--- config.mk ---
export PLATFORM = sky130hd
export DESIGN_NAME = cfg_seq
export DESIGN_NICKNAME = d
export VERILOG_FILES = /design/src/verilog/lake_pkg.sv /design/src/verilog/cfg_seq.sv
export SDC_FILE = /design/constraint.sdc
export NUM_CORES = 1
export LEC_CHECK = 0
export BUFFER_PORTS_ARGS = -buffer_cell sky130_fd_sc_hd__buf_2
export CORE_ASPECT_RATIO = 1.5
export CORE_MARGIN = 2
export CORE_UTILIZATION = 32
export DETAILED_ROUTE_END_ITERATION = 10
export PLACE_DENSITY = 0.81
export REMOVE_ABC_BUFFERS = 1
export SLEW_MARGIN = 0
export SYNTH_ARGS = -nofsm -noshare
export SYNTH_HDL_FRONTEND = slang
export SYNTH_SLANG_ARGS = --single-unit
--- constraint.sdc ---
create_clock -name clk -period 1.56 [get_ports clk]
set_input_delay 0 -clock clk [delete_from_list [all_inputs] [get_ports clk]]
set_output_delay 0 -clock clk [all_outputs]
set_load 0.05 [all_outputs]
--- src/verilog/lake_pkg.sv ---
package lake_pkg;

  parameter int data_w   = 16;
  parameter int addr_w   = 8;   // 256 words
  parameter int num_dims = 6;
  parameter int cnt_w    = 16;
  parameter int sel_w    = 3;

  // counters, ranges, strides and generated addresses
  typedef logic [cnt_w-1:0] cnt_t;

  typedef enum logic [1:0] {
    cfg_idle,
    cfg_access,
    cfg_done
  } cfg_state_e;

endpackage

--- src/verilog/cfg_seq.sv ---
`timescale 1ns/1ps

module cfg_seq #(
  parameter int data_w = lake_pkg::data_w,
  parameter int addr_w = lake_pkg::addr_w
) (
  input  logic              clk,
  input  logic              rst_n,
  input  logic              cfg_en,
  input  logic              cfg_req,
  input  logic              cfg_write,
  input  logic [addr_w-1:0] cfg_addr,
  input  logic [data_w-1:0] cfg_wdata,
  input  logic [data_w-1:0] mem_rdata,
  output logic              cfg_ack,
  output logic [data_w-1:0] cfg_rdata,
  output logic              mem_wen,
  output logic              mem_ren,
  output logic [addr_w-1:0] mem_addr,
  output logic [data_w-1:0] mem_wdata
);
  import lake_pkg::*;

  cfg_state_e state;
  logic       rd_pend;  // read word still in the memory read register

  always_ff @(posedge clk or negedge rst_n) begin
    if (!rst_n) begin
      state   <= cfg_idle;
      rd_pend <= 1'b0;
    end else begin
      case (state)
        cfg_idle: begin
          if (cfg_en && cfg_req) begin
            state <= cfg_access;
          end
        end
        cfg_access: begin
          state   <= cfg_done;
          rd_pend <= !cfg_write;
        end
        cfg_done: begin
          if (rd_pend) begin
            rd_pend <= 1'b0;
          end else if (!cfg_req) begin
            state <= cfg_idle;
          end
        end
        default: state <= cfg_idle;
      endcase
    end
  end

  always_ff @(posedge clk) begin
    if (state == cfg_done && rd_pend) begin
      cfg_rdata <= mem_rdata;
    end
  end

  assign cfg_ack   = (state == cfg_done) && !rd_pend;
  assign mem_wen   = (state == cfg_access) && cfg_write;
  assign mem_ren   = (state == cfg_access) && !cfg_write;
  assign mem_addr  = cfg_addr;
  assign mem_wdata = cfg_wdata;

  ack_needs_req: assert property (
    @(posedge clk) disable iff (!rst_n) $rose(cfg_ack) |-> cfg_req
  );

  // host keeps ownership of the memory port for the whole handshake
  en_held_in_access: assert property (
    @(posedge clk) disable iff (!rst_n) (state != cfg_idle) |-> cfg_en
  );

endmodule

* Yosys cells after proc, flatten, opt, wreduce, memory -nomap -nowiden
Cells that the tools add are included.
** Storage, ports and cells
- Flip-flop bits (word level) :: 19
- Bits in latches :: 0
- Memory bits (writable) :: 0
- ROM bits :: 0
- Input bits :: 45
- Logic and storage cells :: 23
- Memories kept :: 0
** Operators by class
- Add/subtract/negate cells :: 0
- Multiply operators :: 0
- Divide/modulo/power cells :: 0
- Magnitude comparators :: 0
- Equal/unequal tests :: 5
- Shifts and indexed selects :: 0
- Muxes and demuxes :: 5
- Bitwise logic cells :: 0
- Reductions and logical operators :: 10
** Operators by type and width (number)
- $mux W2 :: 3
- $ne A2 B2 Y1 const B :: 3
- $pmux W2 S3 :: 1
- $logic_and A1 B1 Y1 :: 5
- $reduce_and A3 Y1 :: 1
- $eq A2 B1 Y1 const B :: 1
- $eq A2 B2 Y1 const B :: 1
- $logic_not A1 Y1 :: 2
- $logic_not A2 Y1 :: 1
- $pmux W1 S2 :: 1
- $reduce_bool A2 Y1 :: 1

* Depth between registers and ports, before layout
- Depth after elaboration :: 3
- Mapped depth :: 5
- Mapped depth without buffers :: 5

* Worst setup path after synthesis
Ideal clock, no wire load.
- Path kind :: reg2reg
- From :: reg state[0]
- To :: reg cfg_rdata[0] (enable)
- Library setup time :: 374 ps
- Arrival time :: 1147 ps
- Required time :: 1186 ps
- Slack :: 40 ps
- Cell stages (with the launch flop) :: 4
- Buffers on the path :: 0
- Clock period less this slack :: 1520 ps
- Cell sequence :: dfrtp_1 inv_1 ha_1 and2_1
** On the way
- Cells in the longest elaborated chain, start to end :: 2
** RTL lines
- from (decl) :: line cfg_seq.sv:24 : cfg_state_e state;
- from (signal assigned) :: line cfg_seq.sv:29 : state <= cfg_idle;
- from (signal assigned) :: line cfg_seq.sv:35 : state <= cfg_access;
- from (signal assigned) :: line cfg_seq.sv:39 : state <= cfg_done;
- $eq A2 B2 Y1 :: line cfg_seq.sv:55 : if (state == cfg_done && rd_pend) begin
- $logic_and A1 B1 Y1 :: line cfg_seq.sv:55
- to (signal assigned) :: line cfg_seq.sv:56 : cfg_rdata <= mem_rdata;
- to (decl) :: line cfg_seq.sv:16 : output logic [data_w-1:0] cfg_rdata,
No other way between the ends.
A chain may end at the register's enable or synchronous reset.

* Final worst setup path
- From :: reg state[0]
- To :: reg state[0]
** On the way
- Cells in the longest elaborated chain, start to end :: 3
- Elaborated cells on any way between the ends :: 8
** RTL lines
- $eq A2 B2 Y1 or $logic_not A2 Y1 (tied branches) :: line cfg_seq.sv:32 : case (state)
- $ne A2 B2 Y1 (no line)
- $reduce_and A3 Y1 (no line)
Several ways; a longest one is shown, not always the timed one.

==> results_dict.tcl <==
set metrics [dict create \
    ys_ff_latch 19 \
    hold_class "primary input to output port" \
    ys_warn_count 0 \
    setup_tns_ns 0 \
    synthMuxAreaShare_pct 3.771 \
    finClkSkew_ns 0.006310 \
    route.vias.total 596 \
    cp_max_fo 4 \
    synth_top_family_by_area "buffers and inverters" \
    synth-simple-area-share_pct 3.212 \
    tightest_slew_ns 0.2650 \
    r2r_end "state[0]" \
    multi_input_area_um2 152.6 \
    cts.clk_slew.worst_paths_ns 0.07 \
    avgSynthCellArea_um2 14.93 \
    syn2layout_area_growth_pct 33.94 \
    diodes 0 \
    drc 0 \
    slew_headroom_pct 82.33 \
    reg2reg_depth 5 \
    cts_resized 0 \
    synthDistinctLibCells 12 \
    cts_buffer_depth 2 \
    fillers 219 \
    synth.most_common_cell "buf_4" \
    grt_overflow 0 \
    power_mw 1.791 \
    drv_cap 0 \
    rrSetupSlack_ns 0.08 \
    synthTopCellsByArea "edfxtp_1 54%, buf_4 20%, dfrtp_1 8.4%" \
    synth_common_cells "24 x buf_4, 16 x edfxtp_1, 5 x ha_1, 3 x dfrtp_1" \
    portBuffers 39 \
    tritoncts "done" \
    design_area_mm2 0.001200 \
    ir_drop_uv 438.7 \
    synth_top_area_share_pct 53.63 \
    dpl_cell_area_um2 977.2 \
    die_height_um 68.80 \
    outcome "finished, final reports clean" \
    syn-cell-area_um2 895.9 \
    cts_buffers 3 \
    rsz0062_at_grt "false" \
    routed_via_density 4.415 \
    p_leak_nw 0.5243 \
    clock_latency_ns 0.25 \
    worstPathArrival_ns 1.62 \
    nets 149 \
    crit_required_ns 1.70 \
    ys_async_sr_fraction_pct 15.79 \
    drv_slew 0 \
    initialDrtViolationCount 10 \
    yosys.area.top_type "edfxtp_1" \
    drt_wl_total_um 2204 \
    ys_seq_area_share_pct 62.01 \
    antenna_found_initial 0 \
    max_freq_ghz 0.6751 \
    setup_viol 0 \
    fin_crit_sh_pct 94.95 \
    power_density_mw_per_mm2 1493 \
    core_area_mm2 0.002676 \
    synth_ff_type "edfxtp_1" \
    netlist_instances 60 \
    synth_compound_area_share_pct 3.073 \
    cp-startpoint "state[0]" \
    grt_start_max_net_pins 17 \
    ant_nets 0 \
    crit_type "flip-flop to flip-flop" \
    final-hold-violation-count 0 \
    synth-edff-count 16 \
    drive_gt1_share_pct 47.96 \
    grt_pass1_wl_um 2656 \
    pin_count 88 \
    synth_xor_area_share_pct 0 \
    gp_congestion 0.7194 \
    die_area_mm2 0.003247 \
    end_kind "flip-flop" \
    drt_pass1_iterations 4 \
    grt_pass1_vias 554 \
    synth_adder_area_share_pct 6.983 \
    ff_latch_area_um2 555.5 \
    rows 23 \
    cts-htree-levels 1 \
    worstHoldPathCells 0 \
    crit_path_end "state[0]" \
    initial_core_util_pct 33.47 \
    cp-start-kind "flip-flop" \
    avgRoutedWirePerCell_um 16.33 \
    r2r-start "state[0]" \
    cts_sinks 19 \
    dieWidth_um 47.20 \
    min_period_ns 1.481 \
    grtUsageTotal_pct 12.32 \
    cts-root-buf "clkbuf_8" \
]
==> cells in the final DEF, fill, tap and decap left out, types with 2 or more instances in the layout <==
| cell | netlist | layout |
|---|---|---|
| clkbuf_8 | 0 | 3 |
| dfrtp_1 | 3 | 3 |
| buf_2 | 0 | 39 |
| ha_1 | 5 | 5 |
| edfxtp_1 | 16 | 16 |
| and2_1 | 2 | 2 |
| mux2_1 | 2 | 2 |
| inv_1 | 2 | 2 |
| nor2b_1 | 2 | 2 |
| dlygate4sd3_1 | 0 | 17 |
==> where the power goes <==
group	internal [mW]	leakage (nW)	switching [mW]	total, mW
Combinational	0.270	0.319	0.471	0.741
Sequential	0.671	0.182	0.0498	0.720
Clock	0.181	0.0228	0.149	0.330
==> state kept, by name (all words and copies together) (netlist names) <==
| register | cells |
|---|---|
| cfg_rdata | 16 |
| state | 2 |
| rd_pend | 1 |
==> final cells by class <==
class | instances | share of cell area, %
Clock buffer | 4 | 3.754
Inverter | 2 | 0.6257
Multi-Input combinational cell | 15 | 12.72
Sequential cell | 19 | 46.30
Tap cell | 37 | 3.858
Timing Repair Buffer | 58 | 32.74
==> what timing repair did <==
item	in CTS	in global routing
setup endpoints to repair	0	2
setup buffers	0	1
hold buffers	17	0
endpoints found under the hold margin	19	0
==> through the flow <==
stage          util [%]  worst slack, ns  cells  hold WS, ns
2_1_floorplan         -          0.03959     36      -0.2956
3_3_place_gp      36.51           0.1191    113      -0.2020
3_5_place_dp      36.51          0.04906    113      -0.1982
4_1_cts           44.55          0.04039    134    0.0003700
5_1_grt           44.83          0.02297    135    0.0002865
6_report          44.83          0.07884    135    0.0004164
==> kinds of logic after synthesis <==
| kind of cell | Yosys count |
|---|---|
| DFF | 19 |
| buffers and inverters | 26 |
| AOI/OAI and AO/OA | 2 |
| adders and majority gates | 5 |
| and+or+nand+nor | 5 |
| muxes | 3 |
==> worst min-delay path by stage <==
| stage | endpoint | from | slack, ns |
|---|---|---|---|
| after floorplan | rd_pend | rst_n | -0.30 |
| after global placement | rd_pend | rst_n | -0.20 |
| after detailed placement | rd_pend | rst_n | -0.20 |
| after CTS | mem_addr[0] | cfg_addr[0] | 0.0004 |
| after global routing | mem_addr[0] | cfg_addr[0] | 0.0003 |
| final | mem_wdata[15] | cfg_wdata[15] | 0.0004 |
==> worst max-delay path: stages, from the launching register on <==
cell and delay (ns):
dfrtp_1 0.39, inv_1 0.10, ha_1 0.23, a21boi_2 0.16
o32ai_2 0.13, mux2_1 0.35
==> routing by layer <==
| layer | vias to the layer above | track usage [%] | wire, µm |
|---|---|---|---|
| met5 | - | 2.000 | 0 |
| met4 | 0 | 3.125 | 11 |
| met3 | 2 | 12.50 | 469 |
| met2 | 64 | 17.64 | 906 |
| met1 | 275 | 12.30 | 816 |
| li1 | 255 | - | - |
Note: power is estimated with default switching activity, not from simulation.
