[src/verilog/lake_pkg.sv]
package lake_pkg;

  parameter int data_w   = 16;
  parameter int addr_w   = 8;   // 256 words
  parameter int num_dims = 6;
  parameter int cnt_w    = 16;
  parameter int sel_w    = 3;

  // counters, ranges, strides and generated addresses
  typedef logic [cnt_w-1:0] cnt_t;

  typedef enum logic [1:0] {
    cfg_idle,
    cfg_access,
    cfg_done
  } cfg_state_e;

endpackage

[src/verilog/addr_gen.sv]
`timescale 1ns/1ps

module addr_gen #(
  parameter int num_dims = lake_pkg::num_dims
) (
  input  logic                          clk,
  input  logic                          rst_n,
  input  logic                          flush,
  input  logic                          hold,
  input  logic                          step,
  input  logic [lake_pkg::sel_w-1:0]    level_sel,
  input  lake_pkg::cnt_t                start,
  input  lake_pkg::cnt_t [num_dims-1:0] strides,
  output lake_pkg::cnt_t                addr
);
  import lake_pkg::*;

  cnt_t offset;

  assign addr = start + offset;

  always_ff @(posedge clk or negedge rst_n) begin
    if (!rst_n) begin
      offset <= '0;
    end else if (flush) begin
      offset <= '0;
    end else if (!hold && step) begin
      offset <= offset + strides[level_sel];  // stride of the stepping level
    end
  end

endmodule

[src/verilog/loop_iter.sv]
`timescale 1ns/1ps

module loop_iter #(
  parameter int num_dims = lake_pkg::num_dims
) (
  input  logic                          clk,
  input  logic                          rst_n,
  input  logic                          flush,
  input  logic                          hold,
  input  logic                          step,
  input  logic [lake_pkg::sel_w:0]      dims,
  input  lake_pkg::cnt_t [num_dims-1:0] ranges,
  output logic [lake_pkg::sel_w-1:0]    level_sel,
  output logic                          done
);
  import lake_pkg::*;

  cnt_t [num_dims-1:0] cnt;
  logic [num_dims-1:0] maxed;
  cnt_t                next_cnt;
  logic                last_iter;  // every used level sits at its last value

  // lowest used level that can still count
  always_comb begin
    level_sel = '0;
    last_iter = 1'b1;
    for (int k = num_dims - 1; k >= 0; k--) begin
      if (k < int'(dims) && !(maxed[k] || ranges[k] == '0)) begin
        level_sel = sel_w'(k);
        last_iter = 1'b0;
      end
    end
  end

  assign next_cnt = cnt[level_sel] + cnt_t'(1);

  always_ff @(posedge clk or negedge rst_n) begin
    if (!rst_n) begin
      cnt   <= '0;
      maxed <= '0;
      done  <= 1'b0;
    end else if (flush) begin
      cnt   <= '0;
      maxed <= '0;
      done  <= 1'b0;
    end else if (!hold && step) begin
      if (last_iter) begin
        done <= 1'b1;
      end else begin
        for (int k = 0; k < num_dims; k++) begin
          if (k < int'(level_sel)) begin
            cnt[k]   <= '0;
            maxed[k] <= 1'b0;
          end else if (k == int'(level_sel)) begin
            cnt[k]   <= next_cnt;
            maxed[k] <= (next_cnt == ranges[k]);
          end
        end
      end
    end
  end

  // the schedule must stop once the loop nest is exhausted
  step_after_done: assert property (
    @(posedge clk) disable iff (!rst_n) done |-> !step
  );

endmodule

[src/verilog/sched_gen.sv]
`timescale 1ns/1ps

module sched_gen #(
  parameter int num_dims = lake_pkg::num_dims
) (
  input  logic                          clk,
  input  logic                          rst_n,
  input  logic                          flush,
  input  logic                          hold,
  input  lake_pkg::cnt_t                cycle_count,
  input  logic [lake_pkg::sel_w-1:0]    level_sel,
  input  logic                          done,
  input  lake_pkg::cnt_t                start,
  input  lake_pkg::cnt_t [num_dims-1:0] strides,
  output logic                          fire
);
  import lake_pkg::*;

  cnt_t sched_addr;

  assign fire = (cycle_count == sched_addr) && !done;

  // next fire cycle moves on by the stride of the stepping level
  addr_gen #(
    .num_dims(num_dims)
  ) u_sched_addr (
    .clk(clk), .rst_n(rst_n), .flush(flush), .hold(hold),
    .step(fire),
    .level_sel(level_sel),
    .start(start),
    .strides(strides),
    .addr(sched_addr)
  );

endmodule

[src/verilog/strg_ub.sv]
`timescale 1ns/1ps

module strg_ub #(
  parameter int data_w   = lake_pkg::data_w,
  parameter int addr_w   = lake_pkg::addr_w,
  parameter int num_dims = lake_pkg::num_dims
) (
  input  logic                          clk,
  input  logic                          rst_n,
  input  logic                          flush,
  input  logic                          hold,
  input  logic [lake_pkg::sel_w:0]      wr_dims,
  input  lake_pkg::cnt_t [num_dims-1:0] wr_ranges,
  input  lake_pkg::cnt_t                wr_addr_start,
  input  lake_pkg::cnt_t [num_dims-1:0] wr_addr_strides,
  input  lake_pkg::cnt_t                wr_sched_start,
  input  lake_pkg::cnt_t [num_dims-1:0] wr_sched_strides,
  input  logic [lake_pkg::sel_w:0]      rd_dims,
  input  lake_pkg::cnt_t [num_dims-1:0] rd_ranges,
  input  lake_pkg::cnt_t                rd_addr_start,
  input  lake_pkg::cnt_t [num_dims-1:0] rd_addr_strides,
  input  lake_pkg::cnt_t                rd_sched_start,
  input  lake_pkg::cnt_t [num_dims-1:0] rd_sched_strides,
  input  logic [data_w-1:0]             data_in,
  input  logic [data_w-1:0]             mem_rdata,
  output logic                          mem_wen,
  output logic                          mem_ren,
  output logic [addr_w-1:0]             mem_waddr,
  output logic [addr_w-1:0]             mem_raddr,
  output logic [data_w-1:0]             mem_wdata,
  output logic [data_w-1:0]             data_out,
  output logic                          valid_out
);
  import lake_pkg::*;

  cnt_t              cycle_count;
  logic              wr_fire;
  logic              rd_fire;
  logic [sel_w-1:0]  wr_sel;
  logic [sel_w-1:0]  rd_sel;
  logic              wr_done;
  logic              rd_done;
  cnt_t              wr_gen_addr;
  cnt_t              rd_gen_addr;
  logic              valid_q;
  logic              hold_q;
  logic [data_w-1:0] parked_data;

  always_ff @(posedge clk or negedge rst_n) begin
    if (!rst_n) begin
      cycle_count <= '0;
      valid_q     <= 1'b0;
      hold_q      <= 1'b0;
    end else begin
      hold_q <= hold;
      if (flush) begin
        cycle_count <= '0;
        valid_q     <= 1'b0;
      end else if (!hold) begin
        cycle_count <= cycle_count + cnt_t'(1);
        valid_q     <= rd_fire;  // registered read lands next cycle
      end
    end
  end

  // config reads may overwrite the read register while the host owns the port
  always_ff @(posedge clk) begin
    if (hold && !hold_q) begin
      parked_data <= mem_rdata;
    end
  end

  assign data_out  = hold_q ? parked_data : mem_rdata;
  assign valid_out = valid_q && !hold;

  assign mem_wen   = wr_fire;
  assign mem_ren   = rd_fire;
  assign mem_waddr = wr_gen_addr[addr_w-1:0];
  assign mem_raddr = rd_gen_addr[addr_w-1:0];
  assign mem_wdata = data_in;

  loop_iter #(.num_dims(num_dims)) u_wr_loop (
    .clk(clk), .rst_n(rst_n), .flush(flush), .hold(hold),
    .step(wr_fire), .dims(wr_dims), .ranges(wr_ranges),
    .level_sel(wr_sel), .done(wr_done)
  );

  addr_gen #(.num_dims(num_dims)) u_wr_addr (
    .clk(clk), .rst_n(rst_n), .flush(flush), .hold(hold),
    .step(wr_fire), .level_sel(wr_sel),
    .start(wr_addr_start), .strides(wr_addr_strides), .addr(wr_gen_addr)
  );

  sched_gen #(.num_dims(num_dims)) u_wr_sched (
    .clk(clk), .rst_n(rst_n), .flush(flush), .hold(hold),
    .cycle_count(cycle_count), .level_sel(wr_sel), .done(wr_done),
    .start(wr_sched_start), .strides(wr_sched_strides), .fire(wr_fire)
  );

  loop_iter #(.num_dims(num_dims)) u_rd_loop (
    .clk(clk), .rst_n(rst_n), .flush(flush), .hold(hold),
    .step(rd_fire), .dims(rd_dims), .ranges(rd_ranges),
    .level_sel(rd_sel), .done(rd_done)
  );

  addr_gen #(.num_dims(num_dims)) u_rd_addr (
    .clk(clk), .rst_n(rst_n), .flush(flush), .hold(hold),
    .step(rd_fire), .level_sel(rd_sel),
    .start(rd_addr_start), .strides(rd_addr_strides), .addr(rd_gen_addr)
  );

  sched_gen #(.num_dims(num_dims)) u_rd_sched (
    .clk(clk), .rst_n(rst_n), .flush(flush), .hold(hold),
    .cycle_count(cycle_count), .level_sel(rd_sel), .done(rd_done),
    .start(rd_sched_start), .strides(rd_sched_strides), .fire(rd_fire)
  );

endmodule
[config.mk]
export PLATFORM = sky130hd
export DESIGN_NAME = strg_ub
export DESIGN_NICKNAME = d
export VERILOG_FILES = /design/src/verilog/lake_pkg.sv /design/src/verilog/addr_gen.sv /design/src/verilog/loop_iter.sv /design/src/verilog/sched_gen.sv /design/src/verilog/strg_ub.sv
export SDC_FILE = /design/constraint.sdc
export NUM_CORES = 1
export LEC_CHECK = 0
export ABC_CLOCK_PERIOD_IN_PS = 9100
export BUFFER_PORTS_ARGS = -buffer_cell sky130_fd_sc_hd__buf_2
export CAP_MARGIN = 40
export CORE_MARGIN = 1.5
export CORE_UTILIZATION = 30
export DETAILED_ROUTE_END_ITERATION = 7
export PLACE_DENSITY = 0.57
export SLEW_MARGIN = 10
export SYNTH_ARGS = -nofsm -noshare
export SYNTH_HDL_FRONTEND = slang
export SYNTH_SLANG_ARGS = --single-unit
export TNS_END_PERCENT = 30
[constraint.sdc]
create_clock -name clk -period 9.1 [get_ports clk]
set_input_delay 0.455 -clock clk [delete_from_list [all_inputs] [get_ports clk]]
set_output_delay 0.455 -clock clk [all_outputs]
set_load 0.1 [all_outputs]
# Word level (Yosys, flattened, before mapping)
# Cells that the tools add are included.
# word_totals
regBits	304
input_bits	684
out_inout_bits	51
elab_cells	303
# classes
n_addsub	11
order_cmp	26
eq_ne	27
mux	115
n_reduce_logical	90
# op_table
cell	count
two-way mux 16 bit	41
two-way mux 96 bit	6
binary-select mux 16 bit (select 3 bit)	6
== test 16 bit	14
logical NOT 16 bit	12
adder 16 bit	6
adder 16 x 1 -> 16 bit, second input constant	3
two-way mux 1 bit	44
two-way mux 3 bit	12
two-way mux 6 bit	6
AND reduction 3 bit	12
nonzero test 3 bit	12
== test 3 bit, first input constant	8
logical AND 1 bit	18
adder 8 bit	2
logical NOT 1 bit	16
less-than comparator 1 x 4 -> 1 bit, first input constant	4
less-than comparator 2 x 4 -> 1 bit, first input constant	4
less-than comparator 3 x 4 -> 1 bit, first input constant	4
logical OR 1 bit	12
less-than comparator 1 x 3 -> 1 bit, first input constant	4
less-than comparator 2 x 3 -> 1 bit, first input constant	4
less-than comparator 3 bit, first input constant	4
less-than comparator 3 x 4 -> 1 bit, second input constant	2
other kinds (5)	13

# Depth between registers and ports, before layout
# Gate-level depths: netlist (run 1).
# depth
ltp_word	19
ltp_mapped	26
mapped_depth_nobuf	23

# By module
# From an unflattened synthesis (run 1), not the netlist that was laid out.
# unflattened
cells_unflattened	3080
area_unflattened_um2	27675.3
# modules_own_cells
mod	n_inst	cells_per_inst	area_each_um2	seq_area_each_um2
loop_iter	2	776	7124.3	2577.5
addr_gen at u_rd_addr ...	3	341	2882.8	400.4
addr_gen at u_wr_sched.u_sched_addr	1	323	2735.1	400.4
strg_ub	1	138	1682.9	930.9
sched_gen	2	22	180.2	0.0

# Least setup slack after synthesis (run 1)
# No wires, ideal clock.
# synth_path
path_type	input -> register
startpoint	input rd_ranges[17] (netlist bit)
endpoint	register u_rd_sched.u_sched_addr.offset[14]
setup_time_ns	0.135
arrival_time_ns	5.233
required_time_ns	8.965
slack_ns	3.732
stages	24
n_path_buf	3
cell_sequence	nor4_1 -> nand4_1 -> a222oi_1 -> a21o_2 -> buf_2 -> buf_1 -> clkbuf_1 -> a22oi_1 -> o21ai_0 -> ha_1 -> inv_1 -> fa_1 -> nor2b_1 -> o21ai_0 -> a21boi_0 -> o21ai_0 -> a21boi_0 -> o21ai_0 -> a21boi_0 -> o21ai_0 -> a21oi_1 -> o21ai_0 -> a311oi_1 -> o31ai_1
# synth_between
elab_chain_len	11
# synth_lines
element	line	source
from (decl)	strg_ub.sv:19	input lake_pkg::cnt_t [num_dims-1:0] rd_ranges,
logical NOT 16 bit	loop_iter.sv:28	if (k < int'(dims) && !(maxed[k] || ranges[k] == '0)) begin
logical OR 1 bit	loop_iter.sv:28	
logical NOT 1 bit	loop_iter.sv:28	
logical AND 1 bit	loop_iter.sv:28	
two-way mux 3 bit (2 in series)	loop_iter.sv:28	
binary-select mux 16 bit (select 3 bit)	addr_gen.sv:28	offset <= offset + strides[level_sel];
two-way mux 16 bit (not written as such)	addr_gen.sv:28	
adder 16 bit	addr_gen.sv:28	
two-way mux 16 bit	addr_gen.sv:27	end else if (!hold && step) begin
two-way mux 16 bit	addr_gen.sv:25	end else if (flush) begin
to (signal assigned)	addr_gen.sv:28	
to (decl)	addr_gen.sv:18	cnt_t offset;
# Every way passes these cells. The select of a mux whose other input is x is not followed.
# A chain may end at the register's enable or synchronous reset.

# Worst setup path after layout (run 1)
# layout_path
startpoint	register u_wr_loop.maxed[2]
endpoint	register u_wr_sched.u_sched_addr.offset[14]
# layout_between
elab_chain_len	11
# layout_lines
element	line	source
from (decl)	loop_iter.sv:19	logic [num_dims-1:0] maxed;
from (signal, indexed assignment)	loop_iter.sv:56	maxed[k] <= (next_cnt == ranges[k]);
logical OR 1 bit	loop_iter.sv:28	
logical NOT 1 bit	loop_iter.sv:28	
logical AND 1 bit	loop_iter.sv:28	
two-way mux 3 bit (3 in series)	loop_iter.sv:28	
binary-select mux 16 bit (select 3 bit)	addr_gen.sv:28	
two-way mux 16 bit (not written as such)	addr_gen.sv:28	
adder 16 bit	addr_gen.sv:28	
two-way mux 16 bit	addr_gen.sv:27	
two-way mux 16 bit	addr_gen.sv:25	
to (signal assigned)	addr_gen.sv:28	
to (decl)	addr_gen.sv:18	
# Every way passes these cells. The select of a mux whose other input is x is not followed.

==> results of run 1 <==
==> layer usage <==
metal  vias up  GRT usage, %
li1      12129             -
met1     12572          32.8
met2      1201          39.5
met3       178          4.30
met4         4          7.62
met5         -             0
==> worst max-delay path by stage <==
stage                       start                                 end  slack (ps)  depth (start not counted)
2_1_floorplan       rd_ranges[17]  u_rd_sched.u_sched_addr.offset[14]        3730                         24
3_3_place_gp        rd_ranges[58]                  u_rd_loop.maxed[4]        2240                         17
3_5_place_dp           wr_dims[1]  u_wr_sched.u_sched_addr.offset[14]        2210                         25
4_1_cts        u_wr_loop.maxed[2]  u_wr_sched.u_sched_addr.offset[14]        2460                         23
5_1_grt        u_wr_loop.maxed[2]  u_wr_sched.u_sched_addr.offset[14]        1940                         23
6_report       u_wr_loop.maxed[2]  u_wr_sched.u_sched_addr.offset[14]        2550                         23
==> power groups by stage <==
stage	combinational [W]	clock (W)	sequential (W)
2_1_floorplan	0.000551	0	0.00137
3_3_place_gp	0.000891	0	0.00138
3_5_place_dp	0.000903	0	0.00138
4_1_cts	0.000907	0.00157	0.00136
5_1_grt	0.000984	0.00160	0.00137
6_report	0.000916	0.00152	0.00136
==> registers in the layout, summed over array words and instances (netlist names) <==
signal                          count
parked_data                        16
u_wr_loop.maxed                     6
u_rd_loop.maxed                     6
u_rd_addr.offset                    8
valid_q                             1
u_wr_sched.u_sched_addr.offset     16
cycle_count                        16
u_rd_sched.u_sched_addr.offset     16
u_wr_loop.cnt                      96
u_wr_addr.offset                    8
u_rd_loop.cnt                      96
hold_q                              1
u_rd_loop.done                      1
u_wr_loop.done                      1
==> per-stage QoR <==
step	utilization [%]	hold WS [ps]	power, W	setup WS (ps)
after floorplan	-	159	0.00193	3730
after global placement	35.5	452	0.00228	2240
after detailed placement	35.7	457	0.00229	2210
after CTS	37.2	35.5	0.00384	2460
after global routing	37.2	57.0	0.00395	1940
final	37.2	81.1	0.00380	2550
==> logic make-up (layout without fill, tap and decap cells) <==
family / Yosys count / after routing / synth area share (%)
other cells: 0 / 6 / 0
simple gates: 999 / 999 / 20.1
flops: 288 / 288 / 29.0
buf+inv: 290 / 839 / 4.83
mux: 39 / 39 / 1.73
compound gates: 926 / 926 / 26.6
fa+ha+maj: 99 / 99 / 5.18
xor+xnor: 299 / 299 / 12.5
==> worst max-delay path: stages (launching register included) <==
cell and delay (ps):
dfrtp_1 430, or2_1 490, o22ai_4 510, o21ai_2 290
nand2_1 490, buf_4 340, nor2_1 60, or4_1 500
o21ai_0 150, ha_1 230, inv_1 60, fa_1 400
nor2b_1 160, o21ai_0 120, a21boi_0 260, o21ai_0 150
a21boi_0 290, o21ai_0 160, a21boi_0 280, o21ai_0 150
a21oi_1 280, o21ai_0 180, a311oi_1 310, o31ai_1 90
==> cell usage in the layout (no fill, tap or decap), types with 16 or more instances in the layout <==
cell / synthesis / layout
nand3_1: 54 / 53
buf_2: 26 / 589
clkbuf_16: 0 / 41
o221ai_1: 24 / 24
nand2b_1: 18 / 18
a21oi_1: 149 / 148
nor2_1: 211 / 208
nand4_1: 33 / 33
or4_1: 22 / 22
xnor2_1: 151 / 147
xnor3_1: 36 / 36
dfrtp_1: 272 / 272
a22oi_1: 43 / 43
a32oi_1: 17 / 17
o211ai_1: 36 / 36
xor2_1: 109 / 109
nor4_1: 64 / 64
inv_1: 79 / 79
o21ai_0: 119 / 118
or2_2: 17 / 17
buf_4: 20 / 95
and3_1: 16 / 16
nand2_1: 360 / 360
o31ai_1: 161 / 160
mux2i_1: 16 / 16
a221oi_1: 17 / 17
edfxtp_1: 16 / 16
mux2_2: 21 / 21
or3_1: 38 / 36
a21o_1: 45 / 45
nor3_1: 61 / 60
ha_1: 91 / 91
o22ai_1: 50 / 50
==> area by class of cell <==
cell class / instances / area (um2)
antenna: 6 / 15.0
inverter: 81 / 304
tap: 1070 / 1340
timing repair buffer: 693 / 3780
multi-input combinational: 2362 / 16700
sequential: 288 / 7290
fill: 8623 / 51700
clock buffer: 50 / 1090
clock inverter: 15 / 120
==> out/metrics.cfg, run 1 <==
[status]
status = completed

[cells_and_area]
syn_to_final_growth_pct = 22.2
design_area_mm2 = 0.0306
final_layout_size_suffix_gt1_share_pct = 25.1
fin_nets = 4248
stdcell_count = 4565

[power]
seq_power_share_pct = 35.8
intPower_w = 0.00255
p_per_area_mw_per_mm2 = 124
p_leak_nw = 13.6
ir_drop_mv = 0.107
combPwrFrac_pct = 24.1
switchingPower_w = 0.00125
sw_frac_of_total_pct = 32.9
p_clk_share_pct = 40.1

[routing]
drc_errors = 0
wl_met1_um = 46500
highest_layer = met5
totalWireLength_um = 107000
wl_per_cell_um = 23.5
via_count = 26084
wl_met3_um = 8440
route.antenna.remaining_nets = 0
drtIter0Drc = 2265
wl_met2_um = 49400
viasPerCell = 5.71
drt_pass1_iterations = 8

[placement]
port_buffers = 590
place_inst = 4490
globalplace.congestion = 0.915
dpl.hpwl_um = 81300
postPlaceCellArea_mm2 = 0.0294

[grt]
antenna_found_initial = 10
grt_pass1_vias = 25387
grt_pass1_wl_um = 160000
grt_usage_pct = 24.4
grt_overflow = 0
grt_max_degree = 104

[critical_path]
cp-start-kind = flip-flop
critPathKind = flip-flop to flip-flop
r2r_slack_ps = 2550
required_ps = 9510
crit-reg2reg-capture = u_wr_sched.u_sched_addr.offset[14]
r2r_start = u_wr_loop.maxed[2]
cp-end-kind = flip-flop
crit_fanout = 15
reg2regPathDepth = 23
arrival_ps = 6970

[cts]
htree_num_levels = 2
postCtsSetupRepairBufs = 0
cts-resized-gates = 0
cts_tree = built
ctsRootBufferMaster = clkbuf_16
clk_pin_slew_worst_paths_ps = 70
clk_latency_ps = 580
ctsHoldBuffers = 1
clockBufferDepth = 3
cts_buffers = 39
cts.sinks = 288

[yosys]
synth.area.top_cells = dfrtp_1 (27%), nand2_1 (5.4%), xnor2_1 (5.3%)
synth_fp_nets = 3723
synth-seq-cells = 288
syn_area_mm2 = 0.0251
synth_most_common_cell = nand2_1
ys.flop_type = dfrtp_1
ys_top_cells_by_count = nand2_1 (360), dfrtp_1 (272), nor2_1 (211)
ys_async_sr_fraction_pct = 94.4
synth-edff-count = 16
netlist.area_leader.share_pct = 27.1
ys_warn_count = 0
synth_cell_types = 120
synthCells = 2940
postSynthAreaPerCell_um2 = 8.53
yosysSeqAreaShare_pct = 29.0
yosysTopAreaCell = dfrtp_1

[run]
cap_violations = 0

[sta]
fin_crit_ps = 6550
setup-violations-final = 0
hold_violations = 0
drv_slew = 0
fin_crit_sh_pct = 72.0
fin_skew_ps = 32.1
maxSlewHeadroom_pct = 28.3
rsz0062_at_grt = no
fmax_mhz = 153
tns_ps = 0
max_slew.worst_pin.slew_ps = 1080

[floorplanning]
die_h_um = 292
coreArea_mm2 = 0.0824
die_w_um = 292
ios = 735
die_area_mm2 = 0.0854
initial_core_util_pct = 30.5
rows = 105

[worst_hold_path]
hold_path.class = input pin to flip-flop
hold_start = mem_rdata[0]
hold_depth = 1
min_to = parked_data[0]

(Power assumes the default switching activity.)
==> inputs of run 2 (changes only) <==
--- a/config.mk
+++ b/config.mk
@@ -5,13 +5,14 @@
 export SDC_FILE = /design/constraint.sdc
 export NUM_CORES = 1
 export LEC_CHECK = 0
-export ABC_CLOCK_PERIOD_IN_PS = 9100
+export ABC_AREA = 1
+export ABC_CLOCK_PERIOD_IN_PS = 5400
 export BUFFER_PORTS_ARGS = -buffer_cell sky130_fd_sc_hd__buf_2
 export CAP_MARGIN = 40
 export CORE_MARGIN = 1.5
 export CORE_UTILIZATION = 30
 export DETAILED_ROUTE_END_ITERATION = 7
-export PLACE_DENSITY = 0.57
+export PLACE_DENSITY = 0.59
 export SLEW_MARGIN = 10
 export SYNTH_ARGS = -nofsm -noshare
 export SYNTH_HDL_FRONTEND = slang
==> constraint.sdc (replaced) <==
create_clock -name clk -period 5.4 [get_ports clk]
set_input_delay 0.27 -clock clk [delete_from_list [all_inputs] [get_ports clk]]
set_output_delay 0.27 -clock clk [all_outputs]
set_load 0.1 [all_outputs]
==> out/metrics.cfg, run 2 <==
[yosys]
postSynthAreaPerCell_um2 = 6.65
synth_cell_types = 67
synthCells = 3836
synth_most_common_cell = nand2_1
ys_async_sr_fraction_pct = 94.4
ys_top_cells_by_count = nand2_1 (1094), inv_1 (446), nand3_1 (376)
syn_area_mm2 = 0.0255
yosysSeqAreaShare_pct = 28.5
synth-edff-count = 16
netlist.area_leader.share_pct = 26.7
synth.area.top_cells = dfrtp_1 (27%), nand2_1 (16%), nand3_1 (7.4%)
ys_warn_count = 0
yosysTopAreaCell = dfrtp_1
synth_fp_nets = 4619
ys.flop_type = dfrtp_1
synth-seq-cells = 288

[sta]
fmax_mhz = 216
fin_skew_ps = 20.5
hold_violations = 0
fin_crit_sh_pct = 85.8
rsz0062_at_grt = no
tns_ps = 0
maxSlewHeadroom_pct = 39.1
max_slew.worst_pin.slew_ps = 903
setup-violations-final = 0
fin_crit_ps = 4630
drv_slew = 0

[grt]
grt.met1_usage_pct = 33.8
grt_util_met3_pct = 4.95
grt_overflow = 0
met2_usage_pct = 40.2
busiest_layer = met2
grt_usage_pct = 25.3
grt_max_degree = 114
grt_pass1_wl_um = 166000
grt_pass1_vias = 27002
antenna_found_initial = 19

[cells_and_area]
final_layout_size_suffix_gt1_share_pct = 21.2
final_cell_mix = nand2_1 (1094), buf_2 (589), inv_1 (445)
nFillCells = 9088
fin_nets = 5196
syn_to_final_growth_pct = 22.6
top_regs = u_rd_loop.cnt x96, u_wr_loop.cnt x96
final_common_cell = nand2_1

[critical_path]
arrival_ps = 5040
cp-start-kind = flip-flop
cp-startpoint = u_rd_loop.maxed[4]
crit_fanout = 9
cp-end-kind = flip-flop
max_stage_delay_ps = 460
critPathSlowestCell = fa_1
required_ps = 5810
reg2regPathDepth = 27
critPathKind = flip-flop to flip-flop
r2r_start = u_rd_loop.maxed[4]

[routing]
viasPerCell = 5.16
drt_pass1_iterations = 5
drc_errors = 0
wl_per_cell_um = 20.1
drtIter0Drc = 2543
route.antenna.remaining_nets = 0
totalWireLength_um = 112000
via_count = 28784

[cts]
clk_latency_ps = 560
cts.sinks = 288
ctsRootBufferMaster = clkbuf_16
cts_tree = built
postCtsSetupRepairBufs = 0
clockBufferDepth = 3
htree_num_levels = 2
cts_buffers = 38
clk_pin_slew_worst_paths_ps = 60

[placement]
globalplace.congestion = 1.03
dpl.hpwl_um = 89000
port_buffers = 590

[power]
ir_drop_mv = 0.190
total_power_w = 0.00679
p_leak_nw = 16.3
p_per_area_mw_per_mm2 = 217

[run]
cap_violations = 0

[floorplanning]
coreArea_mm2 = 0.0840
die_w_um = 295
die_area_mm2 = 0.0868
rows = 106
ios = 735
die_h_um = 295
initial_core_util_pct = 30.4

[status]
status = completed

[worst_hold_path]
hold_path.class = input pin to flip-flop
hold_depth = 6
hold_start = wr_ranges[15]

-- run 2: worst paths after layout --
kind                       slack (ps)                                  to
hold / removal                    110                  u_wr_loop.maxed[0]
hold reg to reg                   470                   u_rd_loop.cnt[50]
setup reg to reg                  770  u_rd_sched.u_sched_addr.offset[14]
setup / recovery                  770  u_rd_sched.u_sched_addr.offset[14]
max in group asynchronous        3660                   u_wr_loop.cnt[89]
min in group asynchronous         370                 u_wr_addr.offset[1]
-- run 2: kinds of logic (layout without fill, tap and decap cells) --
group | after synthesis | count (layout) | synth area share [%]
flip-flops | 288 | 288 | 28.5
adder cells (fa/ha/maj) | 99 | 99 | 5.09
XOR/XNOR | 123 | 123 | 4.27
AO/OA/AOI/OAI | 634 | 634 | 14.9
other | 0 | 6 | 0
AND/OR/NAND/NOR | 2052 | 2052 | 36.4
multiplexers | 16 | 16 | 0.706
buffers and inverters | 624 | 1230 | 10.0
-- run 2: through the flow --
stage	hold slack, ps	util, %	instances	area [um2]	setup slack [ps]
2_1_floorplan	-25.6	-	3836	25500	966
3_3_place_gp	415	35.4	5487	29700	436
3_5_place_dp	414	35.5	5489	29800	404
4_1_cts	79.2	37.3	5576	31300	777
5_1_grt	108	37.3	5577	31300	282
6_report	114	37.3	5582	31300	766
-- run 2: area by class of cell --
| cell class | count | area (um2) | area share [%] |
|---|---|---|---|
| antenna | 6 | 15.0 | 0.0480 |
| clock buffer | 49 | 1060 | 3.40 |
| clock inverter | 20 | 260 | 0.832 |
| inverter | 481 | 1810 | 5.78 |
| multi-input combinational | 2924 | 15700 | 50.1 |
| sequential | 288 | 7290 | 23.3 |
| tap | 1134 | 1420 | 4.53 |
| timing repair buffer | 680 | 3760 | 12.0 |
-- run 2: per-layer routing --
metal / part of all wire (%) / vias to the layer above
li1: - / 13803
met1: 43 / 13429
met2: 44 / 1314
met3: 9.1 / 216
met4: 3.6 / 22
met5: 0.12 / -
-- run 2: worst max-delay path: cells and delay by family, from the launching register on --
kind | cells | cell delay [ps]
AO/OA/AOI/OAI | 10 | 1600
AND/OR/NAND/NOR | 12 | 1300
adder cells (fa/ha/maj) | 2 | 730
flip-flops | 1 | 380
buffers and inverters | 2 | 340
XOR/XNOR | 1 | 140
-- run 2: repair_timing --
| action | CTS | global route |
|---|---|---|
| hold buffers | 18 | 0 |
| endpoints found under the hold margin | 119 | 0 |
| resized for setup | 0 | 0 |
-- run 2: power breakdown --
group | internal [W] | leakage, nW | switching (W)
registers | 0.00230 | 3.89 | 0.0000509
logic | 0.000566 | 11.8 | 0.00117
clock network | 0.00164 | 0.640 | 0.00107
